$ cat src/x25519_pkg.sv
package x25519_pkg;

	//////////////////////////////////////////////////
	// Data types

	// One limb, all arithmetic wraps at 2^32
	typedef logic [31:0] limb_t;

	// Field element, limb j sits at bits 32*j and up
	typedef logic [1023:0] bignum_t;

	// Word address into the limb memory
	typedef logic [6:0] wb_adr_t;

	// Limb index and pass index
	typedef logic [4:0] pass_idx_t;

	// Sequencer FSM
	typedef enum logic [2:0] {
		IDLE,
		LOAD,
		RUN,
		STORE,
		DONE
	} seq_state_t;

	//////////////////////////////////////////////////
	// Sizes and memory map

	localparam int NUM_LIMBS = 32;
	localparam int MEM_WORDS = 128;

	// Operands, then result; words 96 to 127 are host scratch
	localparam wb_adr_t OPA_BASE = 7'd0;
	localparam wb_adr_t OPB_BASE = 7'd32;
	localparam wb_adr_t RES_BASE = 7'd64;

	// Fold factor for terms that wrap past the top limb
	localparam limb_t MUL38 = 32'd38;

	// Pass issue to limb out
	localparam int PASS_LATENCY = 5;

endpackage
$ cat src/wb_if.sv
interface wb_if;
	import x25519_pkg::*;

	// Request side
	logic cyc;
	logic stb;
	logic we;
	wb_adr_t adr;
	limb_t dat_w;

	// Response side
	limb_t dat_r;
	logic ack;

	// Bus owner
	modport master (
		output cyc, stb, we, adr, dat_w,
		input dat_r, ack
	);

	// Target or arbiter input
	modport slave (
		input cyc, stb, we, adr, dat_w,
		output dat_r, ack
	);

endinterface

$ cat src/wb_arbiter.sv
module wb_arbiter (
	input logic clk,
	input logic arst_n,
	wb_if.slave m0,
	wb_if.slave m1,
	wb_if.master s
);

	// Bus owner, 0 is the host and 1 the sequencer
	logic gnt;

	// Request of the owner and of the stalled master
	logic owner_cyc;
	logic other_cyc;

	assign owner_cyc = gnt ? m1.cyc : m0.cyc;
	assign other_cyc = gnt ? m0.cyc : m1.cyc;

	//////////////////////////////////////////////////
	// Grant

	// Owner keeps the bus while its cyc is high
	// Once it lets go, a waiting master takes over
	// So with both waiting, the last owner goes second
	always_ff @(posedge clk or negedge arst_n) begin
		if (!arst_n) begin
			gnt <= 1'b0;
		end else if (!owner_cyc && other_cyc) begin
			gnt <= ~gnt;
		end
	end

	//////////////////////////////////////////////////
	// Routing

	// Owner request to the memory
	assign s.cyc = owner_cyc;
	assign s.stb = gnt ? m1.stb : m0.stb;
	assign s.we = gnt ? m1.we : m0.we;
	assign s.adr = gnt ? m1.adr : m0.adr;
	assign s.dat_w = gnt ? m1.dat_w : m0.dat_w;

	// Read data fans out, qualified by ack
	assign m0.dat_r = s.dat_r;
	assign m1.dat_r = s.dat_r;

	// Stalled master sees no ack
	assign m0.ack = s.ack && !gnt;
	assign m1.ack = s.ack && gnt;

endmodule

$ cat src/flat_wrapper.sv
// flat-port wrapper written by rule: the top's interface ports become plain ports
module wb_arbiter_flat 
  (clk, arst_n, m0_cyc, m0_stb, m0_we, m0_adr, m0_dat_w, m0_dat_r, m0_ack, m1_cyc, m1_stb, m1_we, m1_adr, m1_dat_w, m1_dat_r, m1_ack, s_cyc, s_stb, s_we, s_adr, s_dat_w, s_dat_r, s_ack);
  wb_if m0_i ();
  wb_if m1_i ();
  wb_if s_i ();
  input logic clk;
  input logic arst_n;
  input wire logic [$bits(m0_i.cyc)-1:0] m0_cyc;
  input wire logic [$bits(m0_i.stb)-1:0] m0_stb;
  input wire logic [$bits(m0_i.we)-1:0] m0_we;
  input wire logic [$bits(m0_i.adr)-1:0] m0_adr;
  input wire logic [$bits(m0_i.dat_w)-1:0] m0_dat_w;
  output wire logic [$bits(m0_i.dat_r)-1:0] m0_dat_r;
  output wire logic [$bits(m0_i.ack)-1:0] m0_ack;
  input wire logic [$bits(m1_i.cyc)-1:0] m1_cyc;
  input wire logic [$bits(m1_i.stb)-1:0] m1_stb;
  input wire logic [$bits(m1_i.we)-1:0] m1_we;
  input wire logic [$bits(m1_i.adr)-1:0] m1_adr;
  input wire logic [$bits(m1_i.dat_w)-1:0] m1_dat_w;
  output wire logic [$bits(m1_i.dat_r)-1:0] m1_dat_r;
  output wire logic [$bits(m1_i.ack)-1:0] m1_ack;
  output wire logic [$bits(s_i.cyc)-1:0] s_cyc;
  output wire logic [$bits(s_i.stb)-1:0] s_stb;
  output wire logic [$bits(s_i.we)-1:0] s_we;
  output wire logic [$bits(s_i.adr)-1:0] s_adr;
  output wire logic [$bits(s_i.dat_w)-1:0] s_dat_w;
  input wire logic [$bits(s_i.dat_r)-1:0] s_dat_r;
  input wire logic [$bits(s_i.ack)-1:0] s_ack;
  assign m0_i.cyc = m0_cyc;
  assign m0_i.stb = m0_stb;
  assign m0_i.we = m0_we;
  assign m0_i.adr = m0_adr;
  assign m0_i.dat_w = m0_dat_w;
  assign m0_dat_r = m0_i.dat_r;
  assign m0_ack = m0_i.ack;
  assign m1_i.cyc = m1_cyc;
  assign m1_i.stb = m1_stb;
  assign m1_i.we = m1_we;
  assign m1_i.adr = m1_adr;
  assign m1_i.dat_w = m1_dat_w;
  assign m1_dat_r = m1_i.dat_r;
  assign m1_ack = m1_i.ack;
  assign s_cyc = s_i.cyc;
  assign s_stb = s_i.stb;
  assign s_we = s_i.we;
  assign s_adr = s_i.adr;
  assign s_dat_w = s_i.dat_w;
  assign s_i.dat_r = s_dat_r;
  assign s_i.ack = s_ack;
  wb_arbiter u_core (.clk(clk), .arst_n(arst_n), .m0(m0_i), .m1(m1_i), .s(s_i));
endmodule
$ cat config.mk
export PLATFORM = sky130hd
export DESIGN_NAME = wb_arbiter_flat
export DESIGN_NICKNAME = d
export VERILOG_FILES = /design/src/x25519_pkg.sv /design/src/wb_if.sv /design/src/wb_arbiter.sv /design/src/flat_wrapper.sv
export SDC_FILE = /design/constraint.sdc
export NUM_CORES = 1
export LEC_CHECK = 0
export BUFFER_PORTS_ARGS = -buffer_cell sky130_fd_sc_hd__buf_4
export CAP_MARGIN = 20
export CELL_PAD_IN_SITES_DETAIL_PLACEMENT = 1
export CELL_PAD_IN_SITES_GLOBAL_PLACEMENT = 2
export CORE_ASPECT_RATIO = 1.2
export CORE_MARGIN = 3
export CORE_UTILIZATION = 12
export CTS_BUF_LIST = sky130_fd_sc_hd__clkbuf_16
export CTS_CLUSTER_DIAMETER = 80
export CTS_CLUSTER_SIZE = 12
export DETAILED_ROUTE_END_ITERATION = 6
export PLACE_DENSITY_LB_ADDON = 0.08
export SETUP_SLACK_MARGIN = 0.05
export SYNTH_ARGS = -nofsm -noshare
export SYNTH_HDL_FRONTEND = slang
export SYNTH_SLANG_ARGS = --single-unit
$ cat constraint.sdc
create_clock -name clk -period 2.4 [get_ports clk]
set_input_delay 0.24 -clock clk [delete_from_list [all_inputs] [get_ports clk]]
set_output_delay 0.24 -clock clk [all_outputs]
set_load 0.05 [all_outputs]
# [Word level (Yosys, flattened, before mapping)]
# Cells that the tools add are included.
[word_totals] mem_bits_rw=0 mem_count=0 register_bits=1 romBits=0 latch_bits=0 elab_cells=13
[op_classes] shift=0 reduce_logical=5 n_lt_le_gt_ge=0 n_eq_ne=0 n_mux=6 n_mul=0 addsub=0 n_div=0 n_bitwise=1
[ops] cell="32-bit 2-to-1 mux" n=1
[ops] cell="7-bit 2-to-1 mux" n=1
[ops] cell="1-bit 2-to-1 mux" n=4
[ops] cell="1-bit logical AND" n=3
[ops] cell="1-bit logical NOT" n=2
[ops] cell="1-bit inverter" n=1

# [Longest topological paths before layout]
# Gate-level depths: netlist of run 1.
[depth] ltp_word=3 mapped_depth=4

# [Worst setup path after synthesis of run 1]
# OpenSTA, ideal clock, no wires.
[synth_timing] path_type="register -> output" from="register u_core.gnt" to="output port s_cyc" stages_incl_launch_ff=4 setup_slack_ns=0.410 arrival_time_ns=1.750 t_required_ns=2.160 n_path_buf=2 path_cell_list="dfrtp_1 buf_6 buf_12 o21ai_0"
[synth_via] elab_chain_len=1
[synth_rtl] item="from (decl)" line_no="wb_arbiter.sv:10" rtl="logic gnt;"
[synth_rtl] item="from (signal assigned)" line_no="wb_arbiter.sv:29" rtl="gnt <= ~gnt;"
[synth_rtl] item="1-bit 2-to-1 mux" line_no="wb_arbiter.sv:16" rtl="assign owner_cyc = gnt ? m1.cyc : m0.cyc;"
[synth_rtl] item="to (decl)" line_no="flat_wrapper.sv:23" rtl="output wire logic [$bits(s_i.cyc)-1:0] s_cyc;"
# No other way between the ends.

# [Worst setup path in the final report of run 1]
[layout_timing] from="register u_core.gnt" to="output port s_dat_w[29]"
[layout_via] elab_chain_len=1
[layout_rtl] item="32-bit 2-to-1 mux" line_no="wb_arbiter.sv:41" rtl="assign s.dat_w = gnt ? m1.dat_w : m0.dat_w;"
[layout_rtl] item="to (decl)" line_no="flat_wrapper.sv:27" rtl="output wire logic [$bits(s_i.dat_w)-1:0] s_dat_w;"
# No other way between the ends.

==> results by group, run 1 <==
Critical path
  • Library cell appearing most often on the critical path: sky130_fd_sc_hd__buf_4
  • Worst setup path class: reg2out
  • Sequence of cells on the critical path: buf_4, mux2_4, buf_4
  • Worst path required time: roughly 2200 ps
  • CP startpoint: u_core.gnt$_DFFE_PN0P_
  • Endpoint class of the critical path: output port
  • Nature of the critical path startpoint: register
  • Crit path max-delay cell type: sky130_fd_sc_hd__dfrtp_2
  • Highest cell delay on the worst timing path: slightly below 700 ps
  • Endpoint arrival time on the critical path: 1540 ps
  • Maximum fanout encountered on the critical timing path: 18
  • Cell family with most CP delay: flip-flops
  • Crit path buf inv count: 2
  • FF-to-FF Start: u_core.gnt$_DFFE_PN0P_

Finish
  • Biggest registers after layout: u_core.gnt: 1 flops
  • Largest register by flop count: u_core.gnt
  • Area growth from synthesis to layout: 47.7%
  • Inserted Diodes: 0
  • Number of flip-flops under the largest register name: 1
  • Number of nets in the layout: 301
  • Fraction of the core area covered by cells at the end of the flow: a little under a fifth
  • Layout cells sized above 1: 98.3%
  • Layout fillers: around 1100

Timing
  • Worst Hold Margin: about 16 ps
  • Post-Route Skew: 0 ps
  • Achievable frequency: about 560 MHz
  • Final critical-path share of the clock period: 74.3%
  • Final min period: around 1800 ps
  • Post-route worst setup slack: ~620 ps
  • Number of max-slew violations in the final report: 0
  • Setup TNS Final: 0 ps
  • Remaining max-slew budget at the tightest pin: between 60% and 70%
  • Unrepaired setup endpoints after global routing: no
  • Final Hold Viols: 0
  • Transition at the pin with the smallest max-transition slack: 539 ps
  • Count of endpoints failing setup in the final report: 0

CTS
  • CTS resizes: 0
  • Clock edge transition at the registers on the reported setup and hold paths: 0 ps
  • Post-CTS Setup Inserts: 0
  • Clk Latency, worst-skew pair: 0 ps
  • CTS Hold Bufs: 0

Synth
  • Area share of the leading cell type in the synthesized netlist: 42.7%
  • Library cell with the largest summed area after synthesis: sky130_fd_sc_hd__mux2_4
  • Synthesized netlist net count: between 200 and 250
  • Synth async-reset ratio: 100%
  • Fraction of the yosys area taken by sequential cells: under 10%
  • Total number of yosys warnings: 0
  • Mapped cell area: about 1200 um^2
  • Leading cell types by total area after synthesis: sky130_fd_sc_hd__mux2_4 43%, sky130_fd_sc_hd__buf_4 39%, sky130_fd_sc_hd__buf_12 6.5%, sky130_fd_sc_hd__mux2_2 5.5%, sky130_fd_sc_hd__dfrtp_1 2.0%
  • Ys flop type: sky130_fd_sc_hd__dfrtp_1
  • Synthesized area per cell: roughly 11 um^2
  • Most instantiated library cell after synthesis: sky130_fd_sc_hd__buf_4
  • Synthesis-stage register bit count: 1
  • Ranking of synthesized cells by instance count: 64 x sky130_fd_sc_hd__buf_4, 35 x sky130_fd_sc_hd__mux2_4, 6 x sky130_fd_sc_hd__mux2_2
  • Number of flops mapped to enable cells by yosys: 0
  • Count of mapped cells out of synthesis: approximately 120
  • Post-synth cell types: 12

Detailed routing
  • Antenna Violating Nets Remaining: 0
  • Drt drc: 0
  • Via count: 1015
  • Drt first pass iters: 2
  • Total wire length after detailed routing: ~4600 um
  • Routed wirelength normalized by instance count: around 15 um
  • Via-to-Cell Ratio: 3.35
  • 1st-iter DRT viols: 10

Die
  • Top Ports: 227
  • Number of rows in the core area: 39
  • Die Wd: 98.4 um
  • Core Area: approximately 10000 um^2
  • Starting density of the core: 12.6%
  • Die outline area: around 12000 um^2
  • Chip height: around 120 um

Place
  • Weighted congestion reported at the end of routability-driven placement: just over 0.7
  • Setup WS pre-CTS: about 560 ps
  • Number of port buffers: 130
  • DP Wirelength: about 4200 um

Global route
  • Initial antenna violation count: 0
  • Wire length of the first global-routing pass: between 6000 and 7000 um
  • Largest net degree at the start of global routing: 19
  • Remaining global-route overflow: 0
  • Global-route usage over all layers: ~7.0%
  • Via count of the first global-routing pass: approximately 1100

Pwr
  • Peak supply drop: 0.141 mV
  • Ratio of total power to cell area: between 300 and 400 nW/um^2
  • Leakage: approximately 0.98 nW

Outcome
  • Status: finished clean

Hold path
  • Hold Path Class: in2async

Run
  • Number of max-cap violations: 0
==> metal layers <==
metal / vias to the layer above / wire length [um] / GRT usage, %
met2: 100 / 2770 / 15.7
met1: 451 / 1280 / 6.31
met3: 13 / 492 / 1.66
li1: 451 / - / -
met5: - / 0 / 0
met4: 0 / 49 / 0.911
==> kinds of logic after synthesis <==
family | share of synthesized area, %
mux | 48.2
buf+inv | 46.8
flops | 2.03
simple gates | 1.63
compound gates | 0.407
fa+ha+maj | 0.915
==> stage by stage <==
step                cells  cell area [um^2]  power [mW]
finish                303              1820       0.709
global route          303              1820       0.740
CTS                   303              1820       0.721
detailed placement    303              1820       0.720
global placement      303              1820       0.715
floorplan             117              1230       0.788
==> final timing paths <==
| check | endpoint | slack (ps) | cells past startpoint |
|---|---|---|---|
| worst max-delay path | s_dat_w[29] | 620 | 3 |
| min in group clk | m0_dat_r[20] | 480 | 0 |
| worst max register to register | u_core.gnt$_DFFE_PN0P_ | 1070 | 2 |
| max in group asynchronous | u_core.gnt$_DFFE_PN0P_ | 2290 | 1 |
| worst min-delay path | u_core.gnt$_DFFE_PN0P_ | 20 | 1 |
| worst min register to register | u_core.gnt$_DFFE_PN0P_ | 1260 | 2 |
==> placed cells by master, fill, tap and decap left out <==
master,instances
sky130_fd_sc_hd__buf_4,131
sky130_fd_sc_hd__mux2_2,6
sky130_fd_sc_hd__dfrtp_2,1
sky130_fd_sc_hd__and2_2,1
sky130_fd_sc_hd__and2b_2,1
sky130_fd_sc_hd__inv_1,1
sky130_fd_sc_hd__nand2_1,1
sky130_fd_sc_hd__o21ai_0,1
sky130_fd_sc_hd__mux2_4,35
sky130_fd_sc_hd__buf_12,1
sky130_fd_sc_hd__maj3_2,1
==> power by group <==
| part | total [mW] | internal (mW) | switching, mW |
|---|---|---|---|
| registers | 0.0342 | 0.0190 | 0.0153 |
| clock network | 0 | 0 | 0 |
| logic | 0.675 | 0.302 | 0.373 |
==> area by class of cell <==
class | count | area, um^2 | area share [%]
inverters | 1 | 3.75 | 0.207
multi-input cells | 46 | 629 | 34.6
flip-flops and latches | 1 | 26.3 | 1.45
well taps | 123 | 154 | 8.47
repair buffers | 132 | 1000 | 55.2
Note: power is estimated with default switching activity, not from simulation.
==> run 2, diff against run 1 <==
--- a/config.mk
+++ b/config.mk
@@ -5,13 +5,14 @@
 export SDC_FILE = /design/constraint.sdc
 export NUM_CORES = 1
 export LEC_CHECK = 0
+export ABC_AREA = 1
 export BUFFER_PORTS_ARGS = -buffer_cell sky130_fd_sc_hd__buf_4
 export CAP_MARGIN = 20
 export CELL_PAD_IN_SITES_DETAIL_PLACEMENT = 1
 export CELL_PAD_IN_SITES_GLOBAL_PLACEMENT = 2
 export CORE_ASPECT_RATIO = 1.2
 export CORE_MARGIN = 3
-export CORE_UTILIZATION = 12
+export CORE_UTILIZATION = 10
 export CTS_BUF_LIST = sky130_fd_sc_hd__clkbuf_16
 export CTS_CLUSTER_DIAMETER = 80
 export CTS_CLUSTER_SIZE = 12
==> constraint.sdc (replaced) <==
create_clock -name clk -period 1.7 [get_ports clk]
set_input_delay 0.17 -clock clk [delete_from_list [all_inputs] [get_ports clk]]
set_output_delay 0.17 -clock clk [all_outputs]
set_load 0.05 [all_outputs]
==> run 2 against run 1 <==
  * Sequential share of layout area about the same
  * Clock skew unchanged
  * Combinational power grew 45%
  * Core utilization shrank 2.2 points
  * Final cell count increased by 30%
  * Sequential power fell by 8.8%
  * Critical endpoint is now s_dat_w[3]
  * Synthesized area is 9.2% lower
  * Global-route usage down 0.89 points
  * Total power grew 42%
  * Largest power group unchanged
==> results by group, run 2 <==
Outcome
  • Status: finished clean

Hold path
  • Hold Path Class: in2out

Die
  • Top Ports: between 200 and 250
  • Core Area: around 11000 um^2
  • Starting density of the core: approximately a tenth
  • Die outline area: 12500 um^2
  • Number of rows in the core area: around 40
  • Chip height: ~120 um
  • Die Wd: 102 um

Detailed routing
  • Via count: 1328
  • Via-to-Cell Ratio: around 3.4
  • Routed wirelength normalized by instance count: 11.2 um
  • Drt first pass iters: 2
  • Drt drc: 0
  • Antenna Violating Nets Remaining: 0
  • Total wire length after detailed routing: around 4400 um
  • 1st-iter DRT viols: 38

Finish
  • Area growth from synthesis to layout: 57.8%
  • Number of flip-flops under the largest register name: 1
  • Number of nets in the layout: 387
  • Most frequent cells in the layout: 130 x sky130_fd_sc_hd__buf_4, 44 x sky130_fd_sc_hd__inv_1, 43 x sky130_fd_sc_hd__nand2_1
  • Inserted Diodes: 0
  • Fraction of the core area covered by cells at the end of the flow: between 10% and 20%
  • Leading cell type in the layout, fill and taps excluded: sky130_fd_sc_hd__buf_4
  • Layout cells sized above 1: about half
  • Largest register by flop count: u_core.gnt
  • Layout fillers: roughly 1300
  • Area taken by multi-input logic gates: 384 um^2
  • Biggest registers after layout: u_core.gnt: 1 flops
  • Area taken by flip-flops and latches: between 20 and 30 um^2

Critical path
  • Worst setup path class: reg2out
  • Maximum fanout encountered on the critical timing path: 46
  • Highest cell delay on the worst timing path: around 420 ps
  • Nature of the critical path startpoint: register
  • Endpoint arrival time on the critical path: 1050 ps
  • Worst path required time: 1530 ps
  • Crit path max-delay cell type: sky130_fd_sc_hd__dfrtp_2
  • Sequence of cells on the critical path: buf_12, o21ai_0, buf_4
  • Endpoint class of the critical path: output port

Synth
  • Synth async-reset ratio: 100%
  • Post-synth cell types: 11
  • Mapped cell area: 1120 um^2
  • Synthesized area per cell: approximately 5.4 um^2
  • Synthesized netlist net count: between 300 and 400
  • Synthesis-stage register bit count: 1
  • Ranking of synthesized cells by instance count: 65 x sky130_fd_sc_hd__buf_4, 44 x sky130_fd_sc_hd__inv_1, 43 x sky130_fd_sc_hd__nand2_1
  • Leading cell types by total area after synthesis: sky130_fd_sc_hd__buf_4 44%, sky130_fd_sc_hd__o21ai_0 17%, sky130_fd_sc_hd__inv_1 15%, sky130_fd_sc_hd__nand2_1 14%, sky130_fd_sc_hd__buf_6 3.0%
  • Library cell with the largest summed area after synthesis: sky130_fd_sc_hd__buf_4
  • Fraction of the yosys area taken by sequential cells: approximately 2.2%
  • Area share of the leading cell type in the synthesized netlist: between 40 and 50%
  • Total number of yosys warnings: 0
  • Count of mapped cells out of synthesis: 206
  • Ys flop type: sky130_fd_sc_hd__dfrtp_1
  • Number of flops mapped to enable cells by yosys: 0
  • Most instantiated library cell after synthesis: sky130_fd_sc_hd__buf_4

Pwr
  • Switching power: 633 uW
  • Cell-internal power: ~370 uW
  • Clock network fraction of total power: 0%
  • Leakage: roughly 1.0 nW
  • Power share of the sequential group: slightly above 3%
  • Combinational cell fraction of total power: a little over nine tenths
  • Switching Share: ~63%
  • Ratio of total power to cell area: about 570 nW/um^2
  • Peak supply drop: roughly 0.099 mV

Place
  • Number of port buffers: 130
  • Setup WS pre-CTS: ~470 ps
  • Weighted congestion reported at the end of routability-driven placement: between 0.6 and 0.7
  • DP Wirelength: around 3900 um

CTS
  • Post-CTS Setup Inserts: 0
  • Clock edge transition at the registers on the reported setup and hold paths: 0 ps
  • Clk Latency, worst-skew pair: 0 ps

Global route
  • Global-route usage over all layers: 6.13%
  • Wire length of the first global-routing pass: ~6300 um
  • Initial antenna violation count: 0
  • Via count of the first global-routing pass: around 1300
  • Largest net degree at the start of global routing: between 40 and 50
  • Remaining global-route overflow: 0

Timing
  • Final min period: 1220 ps
  • Post-route worst setup slack: around 480 ps
  • Final critical-path share of the clock period: a little under three quarters
  • Transition at the pin with the smallest max-transition slack: around 180 ps
  • Post-Route Skew: 0 ps
  • Setup TNS Final: 0 ps
  • Count of endpoints failing setup in the final report: 0
  • Achievable frequency: ~800 MHz
  • Remaining max-slew budget at the tightest pin: between 80% and 90%
  • Unrepaired setup endpoints after global routing: no
  • Final Hold Viols: 0
  • Number of max-slew violations in the final report: 0

Run
  • Number of max-cap violations: 0
run 2: cell count changes in the layout (fill, tap and decap cells not counted), moves of 2 or more:
cell                      previous run  this run
sky130_fd_sc_hd__o21ai_0             1        15
sky130_fd_sc_hd__mux2_4             35         0
sky130_fd_sc_hd__mux2_2              6         0
sky130_fd_sc_hd__nor2_1              0         2
sky130_fd_sc_hd__inv_1               1        44
sky130_fd_sc_hd__o21ai_1             0        27
sky130_fd_sc_hd__nand2_1             1        43
run 2: cell type report:
type | instances | area share (%)
inverters | 44 | 9.37
well taps | 129 | 9.16
repair buffers | 133 | 58.2
multi-input cells | 88 | 21.8
flip-flops and latches | 1 | 1.49
run 2: worst max-delay path: cells and delay by family, from the launching register on:
family,cells,cell delay [ps]
flops,1,420
compound gates,1,210
buf+inv,2,410
run 2: layer usage:
| metal | part of all wire (%) | GRT usage (%) | wire length [um] |
|---|---|---|---|
| met1 | 28 | 5.87 | 1260 |
| met2 | 55 | 12.4 | 2440 |
| met3 | 12 | 0.916 | 538 |
| met4 | 4.5 | 2.71 | 199 |
| met5 | 0 | 0 | 0 |
run 2: repair_timing:
item,in CTS,in global routing
hold buffers,1,0
gates resized for setup,0,0
endpoints found under the hold margin,1,0
run 2: logic make-up after synthesis:
group	synth area share, %
DFF	2.24
AOI/OAI and AO/OA	19.3
and+or+nand+nor	15.1
buffers and inverters	63.4
run 2: worst paths after layout:
| kind | slack, ps | endpoint | startpoint | cells after the start |
|---|---|---|---|---|
| min | 340 | m0_dat_r[14] | s_dat_r[14] | 0 |
| max | 480 | s_dat_w[3] | u_core.gnt$_DFFE_PN0P_ | 3 |
| min reg2reg | 810 | u_core.gnt$_DFFE_PN0P_ | u_core.gnt$_DFFE_PN0P_ | 3 |
| min in group asynchronous | 490 | u_core.gnt$_DFFE_PN0P_ | arst_n | 2 |
| max reg2reg | 760 | u_core.gnt$_DFFE_PN0P_ | u_core.gnt$_DFFE_PN0P_ | 3 |
| max in group asynchronous | 1110 | u_core.gnt$_DFFE_PN0P_ | arst_n | 2 |
run 2: per-stage QoR:
step / area [um^2] / std cells / power, mW / hold slack [ps]
finish: 1760 / 395 / 1.01 / 340
global route: 1760 / 395 / 1.07 / 340
CTS: 1760 / 395 / 1.03 / 341
detailed placement: 1750 / 394 / 1.02 / -47.1
global placement: 1750 / 394 / 1.03 / -46.8
floorplan: 1120 / 206 / 1.05 / -126
run 2: power by group through the flow:
| stage | Clock, mW | Combinational, mW | Sequential, mW |
|---|---|---|---|
| after global routing | 0 | 1.04 | 0.0316 |
| after CTS | 0 | 0.996 | 0.0314 |
| after global placement | 0 | 0.995 | 0.0310 |
| after floorplan | 0 | 1.02 | 0.0292 |
| after detailed placement | 0 | 0.992 | 0.0314 |
| final | 0 | 0.976 | 0.0312 |
